$ cat src/source/st_mem_defs.svh
/*
 * memory subsystem constants
 * widths, download credit depth, ROM bases and Viking window tags
 */
`ifndef ST_MEM_DEFS_SVH
`define ST_MEM_DEFS_SVH

`default_nettype none

// word address covers bits 23:1
`define ST_ADDR_W 23
`define ST_DATA_W 16

// loader buffer depth, also the host's starting credit count
`define ST_DL_CREDITS 4

// byte bases of the download targets
`define ST_TOS256_BASE 24'hE00000
`define ST_TOS192_BASE 24'hFC0000
`define ST_CART_BASE 24'hFA0000

// address bits 23:18 of the Viking frame buffer
`define ST_VIKING_LO_TAG 6'b110000
`define ST_VIKING_HI_TAG 6'b111010

// window accesses before the driver counts as loaded
`define ST_VIKING_HITS 8'd255

`default_nettype wire

`endif

$ cat src/source/st_cfg_pkg.sv
/*
 * configuration types
 * memory size selection and host download targets
 */
`default_nettype none

package st_cfg_pkg;

	// installed ST RAM, order matters for the size compare in the top
	typedef enum logic [2:0] {
		MEM_512K = 3'd0,
		MEM_1M   = 3'd1,
		MEM_2M   = 3'd2,
		MEM_4M   = 3'd3,
		MEM_8M   = 3'd4,
		MEM_14M  = 3'd5
	} mem_size_e;

	// what the host is downloading
	typedef enum logic [2:0] {
		DL_TOS256  = 3'd0,
		DL_TOS192  = 3'd1,
		DL_CART    = 3'd2,
		DL_CLEAR   = 3'd3,
		DL_POINTER = 3'd4
	} dl_target_e;

endpackage

`default_nettype wire

$ cat src/source/st_bus_pkg.sv
/*
 * bus side types
 * 8 MHz slot position and SDRAM request source
 */
`default_nettype none

package st_bus_pkg;

	// four strobes make one bus cycle
	typedef enum logic [1:0] {
		SLOT_PRE = 2'd0,
		SLOT_1   = 2'd1,
		SLOT_2   = 2'd2,
		SLOT_3   = 2'd3
	} bus_slot_e;

	// owner of the current SDRAM request
	typedef enum logic [1:0] {
		SRC_NONE    = 2'd0,
		SRC_CHIPSET = 2'd1,
		SRC_LOADER  = 2'd2,
		SRC_VIKING  = 2'd3
	} req_src_e;

endpackage

`default_nettype wire

$ cat src/source/st_ram_window.sv
/*
 * RAM window decoder
 * flags chipset addresses inside installed RAM or the Viking frame buffer
 */
`timescale 1ns/10ps
`include "st_mem_defs.svh"
`default_nettype none

module st_ram_window
	import st_cfg_pkg::*;
(
	input  logic [`ST_ADDR_W:1] ram_addr_i,
	input  mem_size_e           mem_size_i,
	input  logic                viking_enable_i,
	input  logic                steroids_i,
	output logic                ram_en_o
);

	logic in_ram;
	logic in_viking;

	// populated ST RAM for each size
	always_comb begin
		case (mem_size_i)
			MEM_512K: in_ram = ram_addr_i[23:19] == 5'b00000;
			MEM_1M:   in_ram = ram_addr_i[23:20] == 4'b0000;
			MEM_2M:   in_ram = ram_addr_i[23:21] == 3'b000;
			MEM_4M:   in_ram = ram_addr_i[23:22] == 2'b00;
			MEM_8M:   in_ram = !ram_addr_i[23];
			// everything below the E00000 rom and io area
			MEM_14M:  in_ram = !(ram_addr_i[23] && ram_addr_i[22] && ram_addr_i[21]);
			default:  in_ram = 1'b0;
		endcase
	end

	// frame buffer at C0xxxx, or E8xxxx in steroids mode
	assign in_viking = viking_enable_i &&
		ram_addr_i[23:18] == (steroids_i ? `ST_VIKING_HI_TAG : `ST_VIKING_LO_TAG);

	assign ram_en_o = in_ram || in_viking;

endmodule

`default_nettype wire

$ cat src/source/st_dl_loader.sv
/*
 * host download loader
 * turns the download stream into addressed words with credit return
 */
`timescale 1ns/10ps
`include "st_mem_defs.svh"
`default_nettype none

module st_dl_loader
	import st_cfg_pkg::*;
(
	input  logic                  clk_32,
	input  logic                  xsint,
	input  logic                  dl_start_i,
	input  dl_target_e            dl_target_i,
	input  logic                  ioctl_wr_i,
	input  logic [24:0]           ioctl_addr_i,
	input  logic [15:0]           ioctl_dout_i,
	input  logic                  dl_end_i,
	input  logic                  dl_word_take_i,
	output logic                  dl_credit_o,
	output logic                  dl_busy_o,
	output logic                  dl_word_valid_o,
	output logic [`ST_ADDR_W:1]   dl_word_addr_o,
	output logic [`ST_DATA_W-1:0] dl_word_data_o,
	output logic [`ST_ADDR_W:1]   dl_cur_addr_o
);

	localparam int DEPTH = `ST_DL_CREDITS;
	localparam int PTR_W = $clog2(DEPTH);
	localparam logic [23:0] TOS256_BASE = `ST_TOS256_BASE;
	localparam logic [23:0] TOS192_BASE = `ST_TOS192_BASE;
	localparam logic [23:0] CART_BASE = `ST_CART_BASE;

	dl_target_e            tgt_q;
	logic                  busy_q;
	logic [`ST_ADDR_W:1]   addr_q;
	logic [`ST_ADDR_W:1]   addr_nx;
	logic [15:0]           ptr_lo_q;
	logic [`ST_ADDR_W:1]   buf_addr [DEPTH];
	logic [`ST_DATA_W-1:0] buf_data [DEPTH];
	logic [PTR_W-1:0]      wr_ptr_q;
	logic [PTR_W-1:0]      rd_ptr_q;
	logic [PTR_W:0]        cnt_q;
	logic                  wr_ok;
	logic                  hdr_wr;
	logic                  push;
	logic                  pop;

	assign wr_ok = ioctl_wr_i && busy_q;
	// first two words of a pointer download carry the address
	assign hdr_wr  = wr_ok && tgt_q == DL_POINTER && ioctl_addr_i[24:2] == '0;
	assign push    = wr_ok && !hdr_wr;
	assign pop     = dl_word_take_i && cnt_q != '0;
	assign addr_nx = addr_q + 1'b1;

	////////////////////////////////////////////////////////////
	// address generation
	////////////////////////////////////////////////////////////

	always_ff @(posedge clk_32 or negedge xsint) begin
		if (!xsint) begin
			busy_q <= 1'b0;
			tgt_q  <= DL_TOS256;
			addr_q <= '0;
		end else begin
			if (dl_end_i) begin
				busy_q <= 1'b0;
			end
			if (dl_start_i) begin
				busy_q <= 1'b1;
				tgt_q  <= dl_target_i;
				// one word below the base, each data word pre-increments
				case (dl_target_i)
					DL_TOS256: addr_q <= TOS256_BASE[23:1] - 1'b1;
					DL_TOS192: addr_q <= TOS192_BASE[23:1] - 1'b1;
					DL_CART:   addr_q <= CART_BASE[23:1] - 1'b1;
					// clear and pointer start low, away from the rom windows
					default:   addr_q <= '0;
				endcase
			end else if (hdr_wr && ioctl_addr_i[1]) begin
				addr_q <= {ioctl_dout_i[6:0], ptr_lo_q} - 1'b1;
			end else if (push) begin
				addr_q <= addr_nx;
			end
		end
	end

	// low pointer half waits for the high half
	always_ff @(posedge clk_32) begin
		if (hdr_wr && !ioctl_addr_i[1]) begin
			ptr_lo_q <= ioctl_dout_i;
		end
	end

	////////////////////////////////////////////////////////////
	// word buffer
	////////////////////////////////////////////////////////////

	// host sends big endian, swap into bus order
	always_ff @(posedge clk_32) begin
		if (push) begin
			buf_addr[wr_ptr_q] <= addr_nx;
			buf_data[wr_ptr_q] <= {ioctl_dout_i[7:0], ioctl_dout_i[15:8]};
		end
	end

	always_ff @(posedge clk_32 or negedge xsint) begin
		if (!xsint) begin
			wr_ptr_q    <= '0;
			rd_ptr_q    <= '0;
			cnt_q       <= '0;
			dl_credit_o <= 1'b0;
		end else begin
			if (push) begin
				wr_ptr_q <= wr_ptr_q + 1'b1;
			end
			if (pop) begin
				rd_ptr_q <= rd_ptr_q + 1'b1;
			end
			cnt_q <= cnt_q + (push ? 1'b1 : 1'b0) - (pop ? 1'b1 : 1'b0);
			// headers arrive with an empty buffer so pop never collides
			dl_credit_o <= pop || hdr_wr;
		end
	end

	assign dl_word_valid_o = cnt_q != '0;
	assign dl_word_addr_o  = buf_addr[rd_ptr_q];
	assign dl_word_data_o  = buf_data[rd_ptr_q];
	// stays busy until the last buffered word has gone out
	assign dl_busy_o       = busy_q || dl_word_valid_o;
	assign dl_cur_addr_o   = addr_q;

	// host respects the credit count
	a_no_overrun: assert property (@(posedge clk_32) disable iff (!xsint)
		ioctl_wr_i |-> cnt_q != (PTR_W + 1)'(DEPTH));

endmodule

`default_nettype wire

$ cat src/source/st_viking_detect.sv
/*
 * Viking driver detection
 * counts cpu accesses to the frame buffer until the driver counts as loaded
 */
`timescale 1ns/10ps
`include "st_mem_defs.svh"
`default_nettype none

module st_viking_detect (
	input  logic                clk_32,
	input  logic                xsint,
	input  logic                mhz8_en_i,
	input  logic                cpu_as_n_i,
	input  logic [`ST_ADDR_W:1] cpu_addr_i,
	input  logic                viking_enable_i,
	input  logic                steroids_i,
	output logic                viking_active_o
);

	logic [7:0] hits_q;
	logic       in_win;

	// strobed cpu cycle inside the frame buffer
	// stray probes from other software stay well below the limit
	assign in_win = !cpu_as_n_i && viking_enable_i &&
		cpu_addr_i[23:18] == (steroids_i ? `ST_VIKING_HI_TAG : `ST_VIKING_LO_TAG);

	always_ff @(posedge clk_32 or negedge xsint) begin
		if (!xsint) begin
			hits_q          <= '0;
			viking_active_o <= 1'b0;
		end else begin
			// saturate at the limit
			if (mhz8_en_i && in_win && hits_q != `ST_VIKING_HITS) begin
				hits_q <= hits_q + 1'b1;
			end
			viking_active_o <= hits_q == `ST_VIKING_HITS;
		end
	end

endmodule

`default_nettype wire

$ cat src/source/st_rom_map.sv
/*
 * ROM address map
 * tracks which TOS image was loaded and moves ROM accesses to its base
 */
`timescale 1ns/10ps
`include "st_mem_defs.svh"
`default_nettype none

module st_rom_map (
	input  logic                clk_32,
	input  logic                xsint,
	input  logic                dl_busy_i,
	input  logic [`ST_ADDR_W:1] dl_cur_addr_i,
	input  logic                rom2_n_i,
	input  logic [`ST_ADDR_W:1] cpu_addr_i,
	output logic                tos192k_o,
	output logic [`ST_ADDR_W:1] rom_addr_o
);

	localparam logic [23:0] TOS256_BASE = `ST_TOS256_BASE;
	localparam logic [23:0] TOS192_BASE = `ST_TOS192_BASE;

	// FC0000 and up means a 192k image, Ex means 256k
	always_ff @(posedge clk_32 or negedge xsint) begin
		if (!xsint) begin
			tos192k_o <= 1'b0;
		end else if (dl_busy_i) begin
			if (dl_cur_addr_i[23:18] == TOS192_BASE[23:18]) begin
				tos192k_o <= 1'b1;
			end else if (dl_cur_addr_i[23:20] == TOS256_BASE[23:20]) begin
				tos192k_o <= 1'b0;
			end
		end
	end

	// rom2 select gets the image base, offset kept
	always_comb begin
		rom_addr_o = cpu_addr_i;
		if (!rom2_n_i) begin
			rom_addr_o = tos192k_o ? {TOS192_BASE[23:18], cpu_addr_i[17:1]} :
				{TOS256_BASE[23:18], cpu_addr_i[17:1]};
		end
	end

endmodule

`default_nettype wire

$ cat src/source/st_slot_ctrl.sv
/*
 * bus cycle sequencer
 * steps the four bus slots and grants the SDRAM port to one source per slot
 */
`timescale 1ns/10ps
`include "st_mem_defs.svh"
`default_nettype none

module st_slot_ctrl
	import st_bus_pkg::*;
(
	input  logic                  clk_32,
	input  logic                  xsint,
	input  logic                  mhz8_en_i,
	input  logic                  turbo_i,
	input  logic                  ram_ras_n_i,
	input  logic                  ram_we_n_i,
	input  logic                  ram_uds_i,
	input  logic                  ram_lds_i,
	input  logic [`ST_ADDR_W:1]   ram_addr_i,
	input  logic [`ST_DATA_W-1:0] ram_din_i,
	input  logic                  ram_en_i,
	input  logic                  dl_busy_i,
	input  logic                  dl_word_valid_i,
	input  logic [`ST_ADDR_W:1]   dl_word_addr_i,
	input  logic [`ST_DATA_W-1:0] dl_word_data_i,
	output logic                  dl_word_take_o,
	input  logic                  viking_active_i,
	input  logic                  viking_read_i,
	input  logic [`ST_ADDR_W:1]   viking_addr_i,
	output bus_slot_e             slot_o,
	output logic                  sdram_req_o,
	output logic                  sdram_we_o,
	output logic [1:0]            sdram_ds_o,
	output logic [`ST_ADDR_W:1]   sdram_addr_o,
	output logic [`ST_DATA_W-1:0] sdram_din_o,
	output req_src_e              sdram_src_o
);

	bus_slot_e             slot_q;
	bus_slot_e             slot_nx;
	logic                  cpu_slot;
	logic                  viking_slot;
	logic                  ras_n_d;
	logic                  pend_q;
	logic                  pend_we_q;
	logic [1:0]            pend_ds_q;
	logic [`ST_ADDR_W:1]   pend_addr_q;
	logic [`ST_DATA_W-1:0] pend_din_q;
	req_src_e              win_src;

	////////////////////////////////////////////////////////////
	// slot sequencing
	////////////////////////////////////////////////////////////

	// the grant is decided for the slot being entered
	assign slot_nx = bus_slot_e'(slot_q + 2'd1);

	// turbo moves the cpu one slot later and the video fetch too
	assign cpu_slot    = (slot_nx == SLOT_1 && !turbo_i) || (slot_nx == SLOT_2 && turbo_i);
	assign viking_slot = (slot_nx == SLOT_2 && !turbo_i) || (slot_nx == SLOT_3 && turbo_i);

	always_ff @(posedge clk_32 or negedge xsint) begin
		if (!xsint) begin
			slot_q <= SLOT_PRE;
		end else if (mhz8_en_i) begin
			slot_q <= slot_nx;
		end
	end

	assign slot_o = slot_q;

	////////////////////////////////////////////////////////////
	// chipset request latch
	////////////////////////////////////////////////////////////

	// ras falling edge starts an access
	// refresh (address zero) and unpopulated addresses never get latched
	always_ff @(posedge clk_32 or negedge xsint) begin
		if (!xsint) begin
			ras_n_d <= 1'b1;
			pend_q  <= 1'b0;
		end else begin
			ras_n_d <= ram_ras_n_i;
			if (mhz8_en_i && win_src == SRC_CHIPSET) begin
				pend_q <= 1'b0;
			end
			// a new edge wins over a grant in the same cycle
			if (ras_n_d && !ram_ras_n_i && ram_en_i && |ram_addr_i) begin
				pend_q <= 1'b1;
			end
		end
	end

	// payload of the pending access
	always_ff @(posedge clk_32) begin
		if (ras_n_d && !ram_ras_n_i && ram_en_i && |ram_addr_i) begin
			pend_we_q   <= ~ram_we_n_i;
			pend_ds_q   <= {ram_uds_i, ram_lds_i};
			pend_addr_q <= ram_addr_i;
			pend_din_q  <= ram_din_i;
		end
	end

	////////////////////////////////////////////////////////////
	// arbitration
	////////////////////////////////////////////////////////////

	always_comb begin
		win_src = SRC_NONE;
		if (cpu_slot) begin
			// downloads own the cpu slot
			if (dl_busy_i) begin
				if (dl_word_valid_i) begin
					win_src = SRC_LOADER;
				end
			end else if (pend_q) begin
				win_src = SRC_CHIPSET;
			end
		end else if (viking_slot && viking_active_i && viking_read_i) begin
			win_src = SRC_VIKING;
		end
	end

	// request and take pulse in the cycle after the edge
	always_ff @(posedge clk_32 or negedge xsint) begin
		if (!xsint) begin
			sdram_req_o    <= 1'b0;
			sdram_src_o    <= SRC_NONE;
			dl_word_take_o <= 1'b0;
		end else begin
			sdram_req_o    <= 1'b0;
			dl_word_take_o <= 1'b0;
			if (mhz8_en_i) begin
				sdram_req_o    <= win_src != SRC_NONE;
				sdram_src_o    <= win_src;
				dl_word_take_o <= win_src == SRC_LOADER;
			end
		end
	end

	// payload held until the next edge
	always_ff @(posedge clk_32) begin
		if (mhz8_en_i) begin
			case (win_src)
				SRC_LOADER: begin
					// loader writes both lanes
					sdram_we_o   <= 1'b1;
					sdram_ds_o   <= 2'b11;
					sdram_addr_o <= dl_word_addr_i;
					sdram_din_o  <= dl_word_data_i;
				end
				SRC_VIKING: begin
					sdram_we_o   <= 1'b0;
					sdram_ds_o   <= 2'b11;
					sdram_addr_o <= viking_addr_i;
				end
				SRC_CHIPSET: begin
					sdram_we_o   <= pend_we_q;
					sdram_ds_o   <= pend_ds_q;
					sdram_addr_o <= pend_addr_q;
					sdram_din_o  <= pend_din_q;
				end
				default: begin
					sdram_we_o <= 1'b0;
				end
			endcase
		end
	end

	// loader word must still be there when taken
	a_take_valid: assert property (@(posedge clk_32) disable iff (!xsint)
		dl_word_take_o |-> dl_word_valid_i);

	// one request per slot
	a_req_single: assert property (@(posedge clk_32) disable iff (!xsint)
		sdram_req_o |=> !sdram_req_o);

endmodule

`default_nettype wire

$ cat src/source/st_mem_top.sv
/*
 * memory subsystem top
 * SDRAM request arbitration for chipset, host download and Viking fetch
 */
`timescale 1ns/10ps
`include "st_mem_defs.svh"
`default_nettype none

module st_mem_top
	import st_cfg_pkg::*, st_bus_pkg::*;
(
	input  logic                  clk_32,
	input  logic                  xsint,
	input  logic                  mhz8_en_i,
	input  logic                  turbo_i,
	input  mem_size_e             mem_size_i,
	input  logic                  viking_en_i,
	input  logic                  steroids_i,
	input  logic                  dl_start_i,
	input  dl_target_e            dl_target_i,
	input  logic                  ioctl_wr_i,
	input  logic [24:0]           ioctl_addr_i,
	input  logic [15:0]           ioctl_dout_i,
	input  logic                  dl_end_i,
	input  logic                  ram_ras_n_i,
	input  logic                  ram_we_n_i,
	input  logic                  ram_uds_i,
	input  logic                  ram_lds_i,
	input  logic [`ST_ADDR_W:1]   ram_addr_i,
	input  logic [`ST_DATA_W-1:0] ram_din_i,
	input  logic                  viking_read_i,
	input  logic [`ST_ADDR_W:1]   viking_addr_i,
	input  logic                  cpu_as_n_i,
	input  logic [`ST_ADDR_W:1]   cpu_addr_i,
	input  logic                  rom2_n_i,
	output logic                  sdram_req_o,
	output logic                  sdram_we_o,
	output logic [1:0]            sdram_ds_o,
	output logic [`ST_ADDR_W:1]   sdram_addr_o,
	output logic [`ST_DATA_W-1:0] sdram_din_o,
	output req_src_e              sdram_src_o,
	output logic                  dl_credit_o,
	output logic                  viking_active_o,
	output logic                  tos192k_o,
	output logic [`ST_ADDR_W:1]   rom_addr_o
);

	logic                  viking_enable;
	logic                  ram_en;
	logic                  dl_busy;
	logic                  dl_word_valid;
	logic                  dl_word_take;
	logic [`ST_ADDR_W:1]   dl_word_addr;
	logic [`ST_DATA_W-1:0] dl_word_data;
	logic [`ST_ADDR_W:1]   dl_cur_addr;

	// Viking limits RAM to 8M, steroids moves it out of the way
	assign viking_enable = (viking_en_i && mem_size_i <= MEM_8M) || steroids_i;

	st_ram_window u_ram_window (
		.ram_addr_i      (ram_addr_i),
		.mem_size_i      (mem_size_i),
		.viking_enable_i (viking_enable),
		.steroids_i      (steroids_i),
		.ram_en_o        (ram_en)
	);

	st_dl_loader u_dl_loader (
		.clk_32          (clk_32),
		.xsint           (xsint),
		.dl_start_i      (dl_start_i),
		.dl_target_i     (dl_target_i),
		.ioctl_wr_i      (ioctl_wr_i),
		.ioctl_addr_i    (ioctl_addr_i),
		.ioctl_dout_i    (ioctl_dout_i),
		.dl_end_i        (dl_end_i),
		.dl_word_take_i  (dl_word_take),
		.dl_credit_o     (dl_credit_o),
		.dl_busy_o       (dl_busy),
		.dl_word_valid_o (dl_word_valid),
		.dl_word_addr_o  (dl_word_addr),
		.dl_word_data_o  (dl_word_data),
		.dl_cur_addr_o   (dl_cur_addr)
	);

	st_viking_detect u_viking_detect (
		.clk_32          (clk_32),
		.xsint           (xsint),
		.mhz8_en_i       (mhz8_en_i),
		.cpu_as_n_i      (cpu_as_n_i),
		.cpu_addr_i      (cpu_addr_i),
		.viking_enable_i (viking_enable),
		.steroids_i      (steroids_i),
		.viking_active_o (viking_active_o)
	);

	st_rom_map u_rom_map (
		.clk_32        (clk_32),
		.xsint         (xsint),
		.dl_busy_i     (dl_busy),
		.dl_cur_addr_i (dl_cur_addr),
		.rom2_n_i      (rom2_n_i),
		.cpu_addr_i    (cpu_addr_i),
		.tos192k_o     (tos192k_o),
		.rom_addr_o    (rom_addr_o)
	);

	// slot position is internal to the sequencer here
	st_slot_ctrl u_slot_ctrl (
		.clk_32          (clk_32),
		.xsint           (xsint),
		.mhz8_en_i       (mhz8_en_i),
		.turbo_i         (turbo_i),
		.ram_ras_n_i     (ram_ras_n_i),
		.ram_we_n_i      (ram_we_n_i),
		.ram_uds_i       (ram_uds_i),
		.ram_lds_i       (ram_lds_i),
		.ram_addr_i      (ram_addr_i),
		.ram_din_i       (ram_din_i),
		.ram_en_i        (ram_en),
		.dl_busy_i       (dl_busy),
		.dl_word_valid_i (dl_word_valid),
		.dl_word_addr_i  (dl_word_addr),
		.dl_word_data_i  (dl_word_data),
		.dl_word_take_o  (dl_word_take),
		.viking_active_i (viking_active_o),
		.viking_read_i   (viking_read_i),
		.viking_addr_i   (viking_addr_i),
		.slot_o          (),
		.sdram_req_o     (sdram_req_o),
		.sdram_we_o      (sdram_we_o),
		.sdram_ds_o      (sdram_ds_o),
		.sdram_addr_o    (sdram_addr_o),
		.sdram_din_o     (sdram_din_o),
		.sdram_src_o     (sdram_src_o)
	);

endmodule

`default_nettype wire

$ cat config.mk
export PLATFORM = sky130hd
export DESIGN_NAME = st_mem_top
export DESIGN_NICKNAME = d
export VERILOG_FILES = /design/src/source/st_cfg_pkg.sv /design/src/source/st_bus_pkg.sv /design/src/source/st_ram_window.sv /design/src/source/st_dl_loader.sv /design/src/source/st_viking_detect.sv /design/src/source/st_rom_map.sv /design/src/source/st_slot_ctrl.sv /design/src/source/st_mem_top.sv
export VERILOG_INCLUDE_DIRS = /design/src /design/src/source
export SDC_FILE = /design/constraint.sdc
export NUM_CORES = 1
export LEC_CHECK = 0
export BUFFER_PORTS_ARGS = -buffer_cell sky130_fd_sc_hd__buf_2
export CAP_MARGIN = 40
export CORE_UTILIZATION = 51
export CTS_CLUSTER_SIZE = 12
export DETAILED_ROUTE_END_ITERATION = 6
export PLACE_DENSITY = 0.74
export SYNTH_ARGS = -nofsm -noshare
export SYNTH_HDL_FRONTEND = slang
export SYNTH_SLANG_ARGS = --single-unit
$ cat constraint.sdc
create_clock -name clk_32 -period 3.07 [get_ports clk_32]
set_input_delay 0 -clock clk_32 [delete_from_list [all_inputs] [get_ports clk_32]]
set_output_delay 0 -clock clk_32 [all_outputs]
set_load 0.02 [all_outputs]
# ---- After elaboration in Yosys (flattened, before gate mapping)
# Memory sizes are Yosys's and may differ from the RTL's.
# Cells that the tools add are included.
dict set report word_totals {
  regBits 153
  ram_bits 156
  elab_cells 146
  memories 2
}
dict set report op_classes {
  addsub 8
  order_cmp 1
  eq_ne 20
  n_mux 29
  n_bitwise 1
  reduce_logical 60
}
# memory words word_bits rd rd_ports_with_merged_regs write_ports line
set mem_list {}
lappend mem_list {u_dl_loader.buf_addr 4 23 1 0 1 st_dl_loader.sv:40} ;# logic [`ST_ADDR_W:1] buf_addr [DEPTH];
lappend mem_list {u_dl_loader.buf_data 4 16 1 0 1 st_dl_loader.sv:41} ;# logic [`ST_DATA_W-1:0] buf_data [DEPTH];
# operator count
set op_table {}
lappend op_table {{$pmux 23 s3} 2}
lappend op_table {{$mux 23} 4}
lappend op_table {{$pmux 16 s2} 1}
lappend op_table {{$logic_and 1x1->1} 25}
lappend op_table {{$add 23x1->23 const B} 1}
lappend op_table {{$logic_not 23->1} 1}
lappend op_table {{$reduce_or 23->1} 1}
lappend op_table {{$sub 23x1->23 const B} 1}
lappend op_table {{$mux 20} 1}
lappend op_table {{$mux 1} 13}
lappend op_table {{$eq 6x6->1} 2}
lappend op_table {{$reduce_bool 2->1} 6}
lappend op_table {{$eq 3x2->1 const B} 3}
lappend op_table {{$eq 3x3->1 const B} 3}
lappend op_table {{$logic_not 3->1} 3}
lappend op_table {{$reduce_bool 3->1} 3}
lappend op_table {{$add 8x1->8 const B} 1}
lappend op_table {{$eq 2x2->1 const B} 4}
lappend op_table {{$eq 8x8->1 const B} 1}
lappend op_table {{$mux 2} 4}
lappend op_table {{$ne 8x8->1 const B} 1}
lappend op_table {{$reduce_and 2->1} 4}
lappend op_table {{$logic_not 1->1} 7}
lappend op_table {{$add 2x1->2 const B} 3}
lappend op_table {{17 further kinds} 24}

# ---- Longest topological paths before layout
# Gate-level depths: netlist of the first run.
dict set report depth {
  word_depth 12
  mapped_depth 12
}

# ---- By module
# Synthesis of the first run repeated with hierarchy kept, for this count alone.
dict set report unflattened {
  cells_unflattened 872
  hier_area_um2 13447.9
}
# mod instances cells_per_inst area_per_inst_um2
set by_module_without_submodules {}
lappend by_module_without_submodules {st_dl_loader 1 542 8813.5}
lappend by_module_without_submodules {st_slot_ctrl 1 239 3817.4}
lappend by_module_without_submodules {st_viking_detect 1 40 474.2}
lappend by_module_without_submodules {st_rom_map 1 32 224.0}
lappend by_module_without_submodules {st_ram_window 1 17 106.4}
lappend by_module_without_submodules {st_mem_top 1 2 12.5}

# ---- Least setup slack after synthesis of the first run
# No wires, ideal clock.
dict set report synth_path {
  path_kind {register to register}
  startpoint {register u_slot_ctrl.slot_q[0] (netlist: u_slot_ctrl.slot_o[0])}
  endpoint {register u_slot_ctrl.sdram_addr_o[10] in the netlist's numbering, enable pin}
  arrival_ns 2.961
  t_required_ns 2.659
  slack_ns -0.302
  path_stages_with_launch 10
  n_path_buf 1
  period_less_slack_ns 3.372
  cell_sequence {dfrtp_1 > inv_1 > ha_1 > mux2_2 > nor3_1 > a31o_2 > clkbuf_1 > inv_1 > ha_1 > nor2b_1}
}
dict set report synth_via {
  elab_chain_len 11
  word_cells_on_any_way 19
  classes_between {add/sub (1); eq/ne (6); mux (2); reduce/logical (10)}
}
# element line
set synth_lines {}
lappend synth_lines {{start, declared} st_slot_ctrl.sv:40} ;# bus_slot_e slot_q;
lappend synth_lines {{start signal, assigned} st_slot_ctrl.sv:67} ;# slot_q <= slot_nx;
lappend synth_lines {{$add 2x1->2 (*)} st_slot_ctrl.sv:57} ;# assign slot_nx = bus_slot_e'(slot_q + 2'd1);
lappend synth_lines {{named net u_slot_ctrl.slot_nx[0]} st_slot_ctrl.sv:41} ;# bus_slot_e slot_nx;
lappend synth_lines {{$eq 2x2->1 (on tied branches)} {st_slot_ctrl.sv:60, st_slot_ctrl.sv:61}}
lappend synth_lines {{$logic_and 1x1->1} st_slot_ctrl.sv:61} ;# assign viking_slot = (slot_nx == SLOT_2 && !turbo_i) || (slot_nx == SLOT_3 && turbo_i);
lappend synth_lines {{$logic_or 1x1->1} st_slot_ctrl.sv:61}
lappend synth_lines {{$logic_and 1x1->1 (2 in a row)} st_slot_ctrl.sv:120} ;# end else if (viking_slot && viking_active_i && viking_read_i) begin
lappend synth_lines {{$mux 2} st_slot_ctrl.sv:120}
lappend synth_lines {{$mux 2 (*)} st_slot_ctrl.sv:111} ;# if (cpu_slot) begin
lappend synth_lines {{$eq 2x2->1 or $eq 2x1->1 (tied branches)} st_slot_ctrl.sv:145} ;# case (win_src)
lappend synth_lines {{$reduce_bool 3->1 (no line) (*)} --}
lappend synth_lines {{$reduce_and 2->1 (no line) (*)} --}
lappend synth_lines {{end signal, assigned} st_slot_ctrl.sv:150} ;# sdram_addr_o <= dl_word_addr_i;
lappend synth_lines {{end signal, assigned} st_slot_ctrl.sv:156} ;# sdram_addr_o <= viking_addr_i;
lappend synth_lines {{end signal, assigned} st_slot_ctrl.sv:161} ;# sdram_addr_o <= pend_addr_q;
lappend synth_lines {{end, declared} st_slot_ctrl.sv:35} ;# output logic [`ST_ADDR_W:1] sdram_addr_o,
# Mark *: on every way through the listed nets, which the timed path passes. The rest lies on a longest branch.
# A chain may end at the register's enable or synchronous reset.

# ---- Worst setup path in the final report of the first run
dict set report layout_path {
  startpoint {input port ioctl_addr_i[24]}
  endpoint {register u_dl_loader.dl_credit_o}
}
dict set report layout_via {
  elab_chain_len 3
}
# element line
set layout_lines {}
lappend layout_lines {{start, declared} st_mem_top.sv:22} ;# input logic [24:0] ioctl_addr_i,
lappend layout_lines {{$logic_not 23->1} st_dl_loader.sv:52} ;# assign hdr_wr = wr_ok && tgt_q == DL_POINTER && ioctl_addr_i[24:2] == '0;
lappend layout_lines {{$logic_and 1x1->1} st_dl_loader.sv:52}
lappend layout_lines {{$logic_or 1x1->1} st_dl_loader.sv:123} ;# dl_credit_o <= pop || hdr_wr;
lappend layout_lines {{end signal, assigned} st_dl_loader.sv:123}
lappend layout_lines {{end, declared} st_dl_loader.sv:21} ;# output logic dl_credit_o,
# Every way passes these cells.

==> results of run 1 <==
power by group through the flow:
stage / logic, uW / clock network [uW] / registers [uW]
global route: 3160 / 3540 / 5640
global placement: 2740 / 0 / 5630
CTS: 2950 / 3370 / 5580
floorplan: 1750 / 0 / 5800
detailed placement: 2810 / 0 / 5660
finish: 2920 / 3340 / 5580
worst max-delay path: cells and delay by family:
family	cells	cell delay [ns]
buf+inv	5	2.44
simple gates	4	0.71
registers in the layout, indices dropped and copies added, names as in the netlist, 2 cells and up:
name                       flops
u_dl_loader.buf_addr          92
u_dl_loader.buf_data          64
u_dl_loader.cnt_q              3
u_dl_loader.dl_cur_addr_o     23
u_dl_loader.ptr_lo_q          16
u_dl_loader.rd_ptr_q           2
u_dl_loader.tgt_q              3
u_dl_loader.wr_ptr_q           2
u_slot_ctrl.pend_addr_q       23
u_slot_ctrl.pend_din_q        16
u_slot_ctrl.pend_ds_q          2
u_slot_ctrl.sdram_addr_o      23
u_slot_ctrl.sdram_din_o       16
u_slot_ctrl.sdram_ds_o         2
u_slot_ctrl.sdram_src_o        2
u_slot_ctrl.slot_o             2
u_viking_detect.hits_q         8
layer usage:
metal / vias up / GRT usage [%] / share of wire [%]
met4: 0 / 10.2 / 4.2
met3: 117 / 3.44 / 6.3
li1: 3868 / - / -
met2: 418 / 41.3 / 50
met5: - / 0 / 0
met1: 4306 / 31.7 / 40
what timing repair did:
| item | CTS | global route |
|---|---|---|
| buffers inserted | 0 | 0 |
| hold endpoints to repair | 233 | 0 |
| hold buffers | 98 | 0 |
| setup endpoints to repair | 0 | 0 |
| resized for setup | 0 | 0 |
per-stage QoR:
stage	area (um^2)	hold WS, ns	worst slack [ns]
after floorplan	13200	-0.296	0.0282
after global placement	14400	0.000137	0.481
after detailed placement	14500	-0.0812	0.493
after CTS	16300	0.000137	0.446
after global routing	16300	0.0000457	0.204
final	16300	0.00000775	0.426
kinds of logic (layout without fill, tap and decap cells):
group | Yosys count | count (layout) | synth area share, %
AND/OR/NAND/NOR | 211 | 211 | 8.39
buffers and inverters | 76 | 380 | 2.89
flip-flops | 309 | 309 | 68.2
other | 0 | 2 | 0
adder cells (fa/ha/maj) | 17 | 17 | 1.67
AO/OA/AOI/OAI | 127 | 127 | 6.47
multiplexers | 65 | 65 | 8.83
XOR/XNOR | 53 | 53 | 3.51
layout make-up:
type | instances | area share [%]
Inverter | 20 | 0.460
Timing Repair Buffer | 308 | 13.1
Antenna cell | 2 | 0.0306
Clock buffer | 44 | 5.05
Sequential cell | 309 | 55.2
Multi-Input combinational cell | 473 | 23.4
Tap cell | 330 | 2.53
Clock inverter | 8 | 0.253
worst paths after layout:
| path | start | end | cells after the start | slack, ns |
|---|---|---|---|---|
| min reg2reg | u_viking_detect.hits_q[5] | u_viking_detect.hits_q[5] | 1 | 0.49 |
| min in group asynchronous | xsint | u_slot_ctrl.sdram_req_o | 4 | 0.51 |
| max | ioctl_addr_i[24] | u_dl_loader.dl_credit_o | 9 | 0.43 |
| min | cpu_addr_i[14] | rom_addr_o[14] | 0 | 0.000008 |
| max in group asynchronous | xsint | u_slot_ctrl.slot_o[0] | 4 | 1.58 |
| max reg2reg | u_slot_ctrl.slot_o[0] | u_slot_ctrl.sdram_din_o[6] | 8 | 0.44 |
cell usage in the layout (no fill, tap or decap), types with 5 or more instances in the layout:
| cell type | instances |
|---|---|
| sky130_fd_sc_hd__nor3_1 | 15 |
| sky130_fd_sc_hd__a2bb2oi_1 | 5 |
| sky130_fd_sc_hd__xor2_1 | 20 |
| sky130_fd_sc_hd__o21ai_0 | 8 |
| sky130_fd_sc_hd__nor4_1 | 11 |
| sky130_fd_sc_hd__nand2b_1 | 8 |
| sky130_fd_sc_hd__nand2_1 | 39 |
| sky130_fd_sc_hd__mux2_2 | 22 |
| sky130_fd_sc_hd__a22oi_1 | 25 |
| sky130_fd_sc_hd__xnor2_1 | 33 |
| sky130_fd_sc_hd__a211oi_1 | 9 |
| sky130_fd_sc_hd__clkinv_2 | 5 |
| sky130_fd_sc_hd__dfrtp_1 | 51 |
| sky130_fd_sc_hd__or3_1 | 6 |
| sky130_fd_sc_hd__nand3_1 | 12 |
| sky130_fd_sc_hd__buf_2 | 183 |
| sky130_fd_sc_hd__and3_1 | 6 |
| sky130_fd_sc_hd__dlygate4sd3_1 | 98 |
| sky130_fd_sc_hd__mux4_2 | 39 |
| sky130_fd_sc_hd__and2_1 | 5 |
| sky130_fd_sc_hd__nor2b_1 | 5 |
| sky130_fd_sc_hd__buf_4 | 24 |
| sky130_fd_sc_hd__inv_1 | 20 |
| sky130_fd_sc_hd__a21oi_1 | 42 |
| sky130_fd_sc_hd__edfxtp_1 | 256 |
| sky130_fd_sc_hd__ha_1 | 15 |
| sky130_fd_sc_hd__o22a_1 | 10 |
| sky130_fd_sc_hd__clkbuf_16 | 31 |
| sky130_fd_sc_hd__nor2_1 | 58 |
| sky130_fd_sc_hd__clkbuf_1 | 13 |
| sky130_fd_sc_hd__nand4_1 | 20 |
==> results, run 1 <==
- The flow ran to the end, and the final reports show no timing, DRC or antenna violations.
- The total negative slack for setup checks is 0 ns.
- Dividing the detail-routed wire length by the instance count gives 21.2 um.
- In this run the remaining antenna-violating nets after routing total 0.
- After floorplanning, the core was divided into 58 placement rows.
- Summing all multi-input logic gate instances after layout gives 3820 um^2.
- The maximum number of pins on one net before global-route repair is 47.
- The count of filler cells inserted in the layout is 1758.
- The number of antenna violations at the first check in global routing came to 0.
- The clock passes through at most 3 buffers.
- Timing would allow up to 378 MHz.
- The worst setup path is of the in2reg kind.
- The die span in y is 163 um.
- For the worst setup path, the data arrival time is 3.14 ns.
- The final RePlAce weighted congestion is 0.888.
- The maximum fanout along the worst path is 2.
- Ranked by total cell area, the synthesized netlist is headed by sky130_fd_sc_hd__edfxtp_1 (58%), sky130_fd_sc_hd__dfrtp_1 (9.9%), sky130_fd_sc_hd__mux4_2 (6.6%).
- For the worst-skew pair, the clock arrives at the later sink with an insertion delay of 0.57 ns.
- For this design the top-level I/O count stands at 219.
- Headroom to the max-slew limit came out at 42.1%.
- The dominant cell by count in the synthesized netlist is sky130_fd_sc_hd__edfxtp_1.
- The DRC violation count after routing is 0.
- The final core area utilization is 64.5%.
- The share of total power dissipated in combinational logic is 24.7%.
- The number of synthesized register bits is 309.
- The clock tree from TritonCTS is done.
- The first-pass iteration count of the detailed router is 7.
- After detailed routing, the number of vias per cell comes to 5.83.
- The critical path endpoint category is a flip-flop.
- The peak per-stage delay on the critical path is 0.60 ns.
- After synthesis, the largest area contributor takes up 58.2% of total cell area.
- The number of endpoints with negative hold slack in the final report is 0.
- The critical path goes through dlygate4sd3_1 -> buf_2 -> nor4_1 -> dlygate4sd3_1 -> nand2_1 -> dlygate4sd3_1 -> or3_1 -> dlygate4sd3_1 -> nand2_1.
- The total half-perimeter wirelength after legalization and detailed placement is 19800 um.
- The number of port buffers is 183.
- The final period utilization is 86.1%.
- For the final database, setup skew stands at 0.0253 ns.
- The fraction of layout instances using a drive strength above 1 is 28.2%.
- In this design, the critical path's most frequently occurring cell is sky130_fd_sc_hd__dlygate4sd3_1.
- The number of DRC violations after detailed-routing iteration 0 is 907.
- CTS placed an instance of sky130_fd_sc_hd__clkbuf_16 at the clock tree root.
- The cell count after placement is 1342.
- Net switching is 28.7% of the power.
- Setup violations remaining at the end of the flow were counted as 0.
- Counting flops with a built-in enable in the synthesized netlist gives 256.
- The cell count after synthesis came out at 858.
- The clock drives 309 sinks.
- Once layout is complete, the cells apart from fillers number 1494.
- The proportion of synthesized flip-flops having asynchronous set or reset is 17.2%.
- Of the synthesized area, sequential elements account for 68.2%.
- Summed over all layers, the routed wires come to 31700 um.
- The total routing resource utilization after global routing is 24.4%.
- The initial core utilization is 52.2%.
- The biggest area contributor in the post-synthesis netlist is sky130_fd_sc_hd__edfxtp_1.
- The worst hold path class is in2out.
- The analysis attributes to cell leakage a power of 0.00596 uW.
- The areal power density over the cells is 726 nW/um^2.
- The area growth from synthesis to layout is 23.6%.
- The switching power is 3400 uW.
- The total design power is 11800 uW.
- CTS built an H-tree with a depth of 1.
- Setup repair after global routing left no endpoint under its margin.
- Yosys mapped the design onto 63 distinct sky130hd cell types.
- Of the total power, registers draw 47.1%.
- The endpoint required time on the critical path is 3.57 ns.
- In this run, CTS created clock tree buffers numbering 31.
- The actual slew at the worst max-slew pin is 0.869 ns.
- The overflow left after global routing is 0.
- After floorplanning, the core was sized to cover 25300 um^2.
- The startpoint class of the critical path is a primary input.
- The width of the die is 163 um.
- The final-report max-slew violation count was 0.
- The post-synthesis area per instance is 15.4 um^2.
- Of the total power, the clock network draws 28.2%.
- Ranked by instance count, the synthesized netlist is headed by sky130_fd_sc_hd__edfxtp_1 (256), sky130_fd_sc_hd__nor2_1 (58), sky130_fd_sc_hd__dfrtp_1 (52), sky130_fd_sc_hd__a21oi_1 (42).
- The final route contains 8709 vias.
- The wire length of the first global-routing pass is 49000 um.
- The internal portion of the total power is 8450 uW.
- The warning count from the yosys run is 0.
- Summing all flip-flop and latch instances after layout gives 9020 um^2.
- Clock-pin slew was measured on the worst setup and hold paths at 0.05 ns.
- The largest vdd supply drop is 0.425 mV.
- The number of global-route vias before repair was 8883.
- The most used flip-flop cell after synthesis is sky130_fd_sc_hd__edfxtp_1.
- The max-capacitance violation count is 0.
- When the netlist entered floorplanning its net count stood at 1023.
- The final critical-path required period is 2.64 ns.
- The combined area of all synthesized cells is 13200 um^2.
- The area of the die is 26500 um^2.
- The critical path's slowest cell is sky130_fd_sc_hd__dlygate4sd3_1.
- The post-layout net count is 1308.
Note: power is estimated with default switching activity, not from simulation.
==> run 2: changes to the inputs <==
--- a/config.mk
+++ b/config.mk
@@ -8,6 +8,7 @@
 export LEC_CHECK = 0
 export BUFFER_PORTS_ARGS = -buffer_cell sky130_fd_sc_hd__buf_2
 export CAP_MARGIN = 40
+export CORE_MARGIN = 4
 export CORE_UTILIZATION = 51
 export CTS_CLUSTER_SIZE = 12
 export DETAILED_ROUTE_END_ITERATION = 6
==> run 2 against run 1 <==
  * Largest cell class unchanged
  * Sequential power increased by 0.9%
  * Worst hold slack about the same
  * Critical path type unchanged
  * Clock power increased by 17%
  * Power up 4.4%
  * Maximum frequency down 1.5%
  * Setup slack got worse by 0.041 ns
  * Via count decreased by 1.3%
==> results, run 2 (synthesis results as in run 1) <==
- The flow ran to the end, and the final reports show no timing, DRC or antenna violations.
- The signal on the critical path passes through dlygate4sd3_1 -> buf_2 -> nor4_1 -> dlygate4sd3_1 -> nand2_1 -> dlygate4sd3_1 -> or3_1 -> dlygate4sd3_1 -> nand2_1.
- Leaving out fill and tap cells, the most frequent cell in the layout is sky130_fd_sc_hd__edfxtp_1.
- The H-tree depth is 2.
- Summed over all cells, the static leakage comes to 0.00603 uW.
- The wire length of the first global-routing pass is 48500 um.
- Clock skew on the completed layout was measured at 0.0179 ns.
- The family with the most delay on the worst path is buffers and inverters.
- In this run the power density over the cells is 751 nW/um^2.
- The final-report max-slew violation count came to 0.
- In this run the tightest slew margin relative to its limit is 47.3%.
- At the later pin of the worst-skew pair, clock insertion delay measures 0.51 ns.
- The most critical setup path has its startpoint at ioctl_addr_i[19].
- The highest clock frequency the design can meet is 372 MHz.
- The detailed-route wire length is 31300 um.
- Detailed routing inserted a total of 8600 vias.
- Setup repair after global routing left no endpoint under its margin.
- Internal power comes to 8980 uW.
- The launch instance of the worst register-to-register path is u_slot_ctrl.slot_o[0].
- The max-capacitance violation count is 0.
- For this configuration, the core starts out at a cell density of 52.2%.
- The peak per-stage delay on the critical path is 0.60 ns.
- The total half-perimeter wirelength after legalization and detailed placement is 19600 um.
- The die covers 28500 um^2.
- The number of endpoints with negative hold slack in the final report was 0.
- The top register by number of flip-flops is u_dl_loader.buf_addr.
- The clock network fraction of total power is 31.6%.
- At the worst endpoint, the required time is 3.50 ns.
- In this run the remaining antenna-violating nets after routing total 0.
- Once the clock tree was built, the setup fixing pass inserted 0 buffers.
- Setup violations remaining at the end of the flow were counted as 0.
- The DRC violation count after routing is 0.
- The post-route netlist has 28.3% of its cells at a drive strength greater than 1.
- In this run the worst hold path is classified as in2out.
- The type of the worst setup path is in2reg.
- After detailed routing, the number of vias per cell comes to 5.76.
- The routed wire length per instance is 21.0 um.
- The overflow left after global routing is 0.
- The proportion of power drawn by combinational gates is 22.9%.
- The number of diodes added for antenna fixing is 0.
- The startpoint class of the critical path is a primary input.
- CTS placed an instance of sky130_fd_sc_hd__clkbuf_16 at the clock tree root.
- The largest vdd supply drop is 0.436 mV.
- The maximum number of pins on one net before global-route repair is 47.
- The post-layout net count is 1306.
- The die is 169 um tall.
- The worst setup path is captured at a flip-flop.
- The number of flip-flops in the largest register is 92.
- The total routing resource utilization after global routing is 22.0%.
- TritonCTS built the clock tree.
- The clock net in this run drives a total of 309 sinks.
- The critical path's slowest cell is sky130_fd_sc_hd__dlygate4sd3_1.
- The number of global-route vias before repair is 8761.
- Among the stages of the critical path, the cell type that occurs most often is sky130_fd_sc_hd__dlygate4sd3_1.
- For this run, the share of the core covered by cells in the final layout is 65.0%.
- After the first detailed-routing iteration, the DRC count stood at 807.
- The switching power is 3390 uW.
- At the pin with the least slew margin, the transition time is 0.791 ns.
- The number of port buffers is 183.
- In this run the worst path has a maximum fanout of 2.
- The startpoint identified for the worst hold timing path is cpu_addr_i[13].
- The worst path needs 2.69 ns of the cycle, external delays included.
- The final RePlAce weighted congestion is 0.910.
- The final period utilization is 87.5%.
- From synthesis to final layout, the design area changed by 24.7%.
- The top cell types in the final layout, fill and taps aside, are sky130_fd_sc_hd__edfxtp_1 (256), sky130_fd_sc_hd__buf_2 (183), sky130_fd_sc_hd__dlygate4sd3_1 (95).
- The number of antenna violations at the first check in global routing is 0.
- The number of primary I/O pins is 219.
- The total negative slack for setup checks is 0 ns.
- No sink is reached through more buffers than the 3 on the longest clock path.
- The largest registers in the layout are u_dl_loader.buf_addr x92, u_dl_loader.buf_data x64.
- The number of buffer and inverter stages on the critical path is 5.
- The first-pass iteration count of the detailed router is 6.
- Counting the fill cells in the layout gives 1728.
- Clock-pin slew was measured on the worst setup and hold paths at 0.06 ns.
- Data on the critical path arrives at its endpoint at 3.12 ns.
- The width of the die is 169 um.
- In this run the core area contains 58 standard-cell rows.
- Registers are responsible for 45.5% of the overall power.
- The number of buffers added by the clock tree synthesis step is 34.
- After floorplanning, the core was sized to cover 25300 um^2.
- The tightest hold path in the finished design has a slack of 0.00000645 ns.
- In this run switching power makes up 27.4% of total power.
-- run 2: layer usage --
metal  vias to the layer above  wire length [um]  track usage (%)
li1                       3868                 -                -
met1                      4271             12500             29.3
met2                       389             16000             37.3
met3                        72              1860             3.11
met4                         0               949             7.87
met5                         -                 0                0
-- run 2: path summary, 6_finish.rpt --
kind	to	slack (ns)	cells after the start
min in group asynchronous	u_slot_ctrl.sdram_req_o	0.08	2
setup reg to reg	u_slot_ctrl.sdram_din_o[14]	0.51	8
max in group asynchronous	u_dl_loader.dl_cur_addr_o[10]	2.29	3
hold / removal	rom_addr_o[13]	0.000006	0
hold reg to reg	u_viking_detect.hits_q[4]	0.48	1
setup / recovery	u_dl_loader.dl_credit_o	0.38	9
-- run 2: layout make-up --
class | count | area, um^2 | area share (%)
clock buffer | 51 | 978 | 5.94
clock inverter | 8 | 92.6 | 0.562
inverter | 20 | 75.1 | 0.456
multi-input combinational | 473 | 3820 | 23.2
sequential | 309 | 9020 | 54.7
tap | 330 | 413 | 2.51
timing repair buffer | 303 | 2070 | 12.6
-- run 2: power by group through the flow --
stage | clock (uW) | sequential, uW | combinational, uW
after CTS | 3970 | 5640 | 2870
after floorplan | 0 | 5800 | 1750
after global placement | 0 | 5680 | 2690
final | 3910 | 5630 | 2830
after global routing | 4190 | 5690 | 3090
after detailed placement | 0 | 5720 | 2750
-- run 2: what timing repair did --
action | CTS | global route
hold endpoints to repair | 189 | 0
gates resized for setup | 0 | 0
endpoints found under the setup margin | 0 | 0
hold buffers | 95 | 0
-- run 2: stage by stage --
step | std cells | setup WS (ns) | power [uW] | cell area (um^2)
2_1_floorplan | 858 | 0.0282 | 7550 | 13200
3_3_place_gp | 1339 | 0.539 | 8370 | 14400
3_5_place_dp | 1340 | 0.550 | 8460 | 14400
4_1_cts | 1494 | 0.395 | 12500 | 16500
5_1_grt | 1494 | 0.206 | 13000 | 16500
6_report | 1494 | 0.385 | 12400 | 16500
==> run 3: changes to the inputs <==
--- a/config.mk
+++ b/config.mk
@@ -6,13 +6,13 @@
 export SDC_FILE = /design/constraint.sdc
 export NUM_CORES = 1
 export LEC_CHECK = 0
-export BUFFER_PORTS_ARGS = -buffer_cell sky130_fd_sc_hd__buf_2
 export CAP_MARGIN = 40
 export CORE_MARGIN = 4
-export CORE_UTILIZATION = 51
+export CORE_UTILIZATION = 57
 export CTS_CLUSTER_SIZE = 12
 export DETAILED_ROUTE_END_ITERATION = 6
-export PLACE_DENSITY = 0.74
+export DONT_BUFFER_PORTS = 1
+export PLACE_DENSITY = 0.73
 export SYNTH_ARGS = -nofsm -noshare
 export SYNTH_HDL_FRONTEND = slang
 export SYNTH_SLANG_ARGS = --single-unit
==> run 3 against run 2 <==
  * The flow now finishes with violations (hold timing)
  * Power fell by 0.81%
  * Setup slack got worse by 0.057 ns
  * Cell count fell by 15%
  * Sequential cell count did not move
  * Maximum frequency fell by 2.1%
  * Register-to-register slack got worse by 0.18 ns
  * Worst hold slack got worse by 0.0051 ns
  * Sequential share of layout area rose by 3.0 points
  * Clock skew rose by 0.015 ns
  * Combinational power fell by 13%
  * Non-clock buffer count fell by 179
  * Final area fell by 5.2%
  * Largest cell class unchanged
==> results, run 3 (synthesis results as in run 1) <==
- The run finished, with violations left.
- The final reports fail on hold timing.
- The total design power is 12300 uW.
- Along the worst path, the maximum fanout reaches 9.
- From synthesis to final layout, the design area changed by 18.2%.
- The area of the die is 25700 um^2.
- The pre-antenna-repair detailed-routing pass consisted of 6 iterations.
- The placed cell area is 13500 um^2.
- The total negative slack for setup checks is 0 ns.
- Dividing the detail-routed via count by the number of cells gives 6.34.
- Entering global routing, the biggest net connects 54 pins.
- After detailed routing, the number of remaining DRC violations is 0.
- The overflow left after global routing is 0.
- The number of DRC violations after detailed-routing iteration 0 is 818.
- The H-tree was split into 2 levels.
- The cell row count is 55.
- The finished cells cover 15600 um^2.
- The number of endpoints with negative hold slack in the final report is 1.
- The clock reaches the later pin of the worst-skew pair after 0.53 ns.
- The top register by number of flip-flops is u_dl_loader.buf_addr.
- The static leakage power is 0.00535 uW.
- The number of flip-flops in the largest register is 92.
- Once the floorplan was initialized, standard cells occupied 58.2% of the core.
- The number of antenna violations at the first check in global routing is 1.
- The most common library cell in the layout ignoring fill and taps is sky130_fd_sc_hd__edfxtp_1.
- The cell at the root of the clock tree is sky130_fd_sc_hd__clkbuf_16.
- The total half-perimeter wirelength after legalization and detailed placement is 19400 um.
- The final core area utilization is 68.8%.
- The width of the die is 160 um.
- For the pin with the worst max-slew slack, the measured transition is 0.975 ns.
- In the final layout, the registers with the most flip-flops are u_dl_loader.buf_addr x92, u_dl_loader.buf_data x64.
- The final route contains 8066 vias.
- The longest clock path from root to sink contains 3 buffers.
- The worst setup path is captured at a flip-flop.
- The endpoint required time on the critical path is 3.52 ns.
- The worst hold margin is -0.00509 ns.
- The die is 160 um tall.
- Port buffering added 0 buffers.
- The worst reg-to-reg path cell count is 7.
- Setup violations remaining at the end of the flow were counted as 0.
- Dividing the detail-routed wire length by the instance count gives 24.7 um.
- The final RePlAce weighted congestion is 0.928.
- Based on the critical path, the design can be clocked at up to 365 MHz.
- The wire length of the first global-routing pass is 48800 um.
- The total core area is 22700 um^2.
- After layout, the minimum clock period comes to 2.74 ns.
- Clock-pin slew was measured on the worst setup and hold paths at 0.06 ns.
- The total routing resource utilization after global routing is 24.5%.
- Data on the critical path arrives at its endpoint at 3.19 ns.
- Setup repair after global routing left no endpoint under its margin.
- The detail route stage leaves a number of antenna-violating nets equal to 0.
- TritonCTS built the clock tree.
- In this run the power density over the cells is 786 nW/um^2.
- The worst reg2reg path endpoint is u_dl_loader.dl_cur_addr_o[19].
- Wires add up to 31500 um.
- In the finished design, the share of the clock period the worst path needs comes to 89.3%.
- The clock arrives with 0.0332 ns of skew.
- The number of buffers added by the clock tree synthesis step is 34.
- The worst register-to-register path begins at u_dl_loader.tgt_q[1].
- Of the cells placed in the final design, the portion with a size suffix greater than 1 is 14.6%.
- The critical path in this run is classified as reg2reg.
- The CTS sink count is 309.
- The worst hold path class is in2async.
- The top cell types in the final layout, fill and taps aside, are sky130_fd_sc_hd__edfxtp_1 (256), sky130_fd_sc_hd__dlygate4sd3_1 (101), sky130_fd_sc_hd__nor2_1 (58).
- For this design the top-level I/O count stands at 219.
- The relative max-transition margin is 34.8%.
- The final-report max-slew violation count was 0.
- STA classifies the critical path startpoint as a flip-flop.
- The number of global-route vias before repair is 8495.
- The max-capacitance violation count is 0.
- The worst register-to-register path has a setup slack of 0.33 ns.
- The post-layout net count is 1127.
- IR analysis of the VDD net gives a maximum drop of 0.422 mV.
run 3: cell types whose count changed in the layout (fill, tap and decap cells not counted), sizes merged, moves of 2 or more:
cell,change
buf,-186
dlygate4sd3,+6
clkbuf,-2
inv,+2
run 3: what timing repair did:
action,CTS,global route
setup endpoints to repair,0,1
gates resized for setup,0,1
buffers inserted,0,0
hold endpoints to repair,270,0
hold buffers,103,0
run 3: critical path: stages (launching register included):
cell and delay [ns]:
sky130_fd_sc_hd__dfrtp_1 0.37, sky130_fd_sc_hd__nor4_1 0.29, sky130_fd_sc_hd__nand4_1 0.23, sky130_fd_sc_hd__o21ai_0 0.45
sky130_fd_sc_hd__or2_1 0.43, sky130_fd_sc_hd__nor2_1 0.08, sky130_fd_sc_hd__o31ai_1 0.24, sky130_fd_sc_hd__dlygate4sd3_1 0.58
run 3: routing by layer:
layer | share of wire (%) | vias to the layer above | global-route usage (%) | wire length [um]
li1 | - | 3513 | - | -
met1 | 40 | 4060 | 31.8 | 12500
met2 | 51 | 405 | 42.1 | 15900
met3 | 6.3 | 88 | 4.39 | 1990
met4 | 3.2 | 0 | 8.37 | 1010
met5 | 0 | - | 0 | 0
run 3: worst max path at each step:
stage / cells past startpoint / from / end
2_1_floorplan: 11 / u_slot_ctrl.slot_o[0] / u_slot_ctrl.sdram_din_o[11]
3_5_place_dp: 8 / u_slot_ctrl.slot_o[0] / u_slot_ctrl.sdram_din_o[8]
4_1_cts: 9 / mhz8_en_i / u_viking_detect.hits_q[6]
5_1_grt: 7 / u_dl_loader.tgt_q[1] / u_dl_loader.dl_cur_addr_o[19]
3_3_place_gp: 7 / u_slot_ctrl.slot_o[0] / u_slot_ctrl.sdram_din_o[13]
6_report: 7 / u_dl_loader.tgt_q[1] / u_dl_loader.dl_cur_addr_o[19]
run 3: final cells by class:
class	count	area [um^2]
fillers	1482	7090
diodes	1	2.50
well taps	285	357
clock buffers	49	927
repair buffers	124	1290
multi-input cells	473	3820
flip-flops and latches	309	9020
clock inverters	11	128
inverters	20	75.1
run 3: where the power goes:
group / internal, uW / switching (uW) / leakage, uW / total, uW
combinational: 1160 / 1310 / 0.00185 / 2470
clock: 2290 / 1600 / 0.000514 / 3890
sequential: 5370 / 543 / 0.00298 / 5910
run 3: stage by stage:
step / worst slack, ns / std cells
floorplan: 0.0282 / 858
global placement: 0.349 / 1104
detailed placement: 0.590 / 1108
CTS: 0.319 / 1271
global route: 0.123 / 1272
finish: 0.328 / 1272
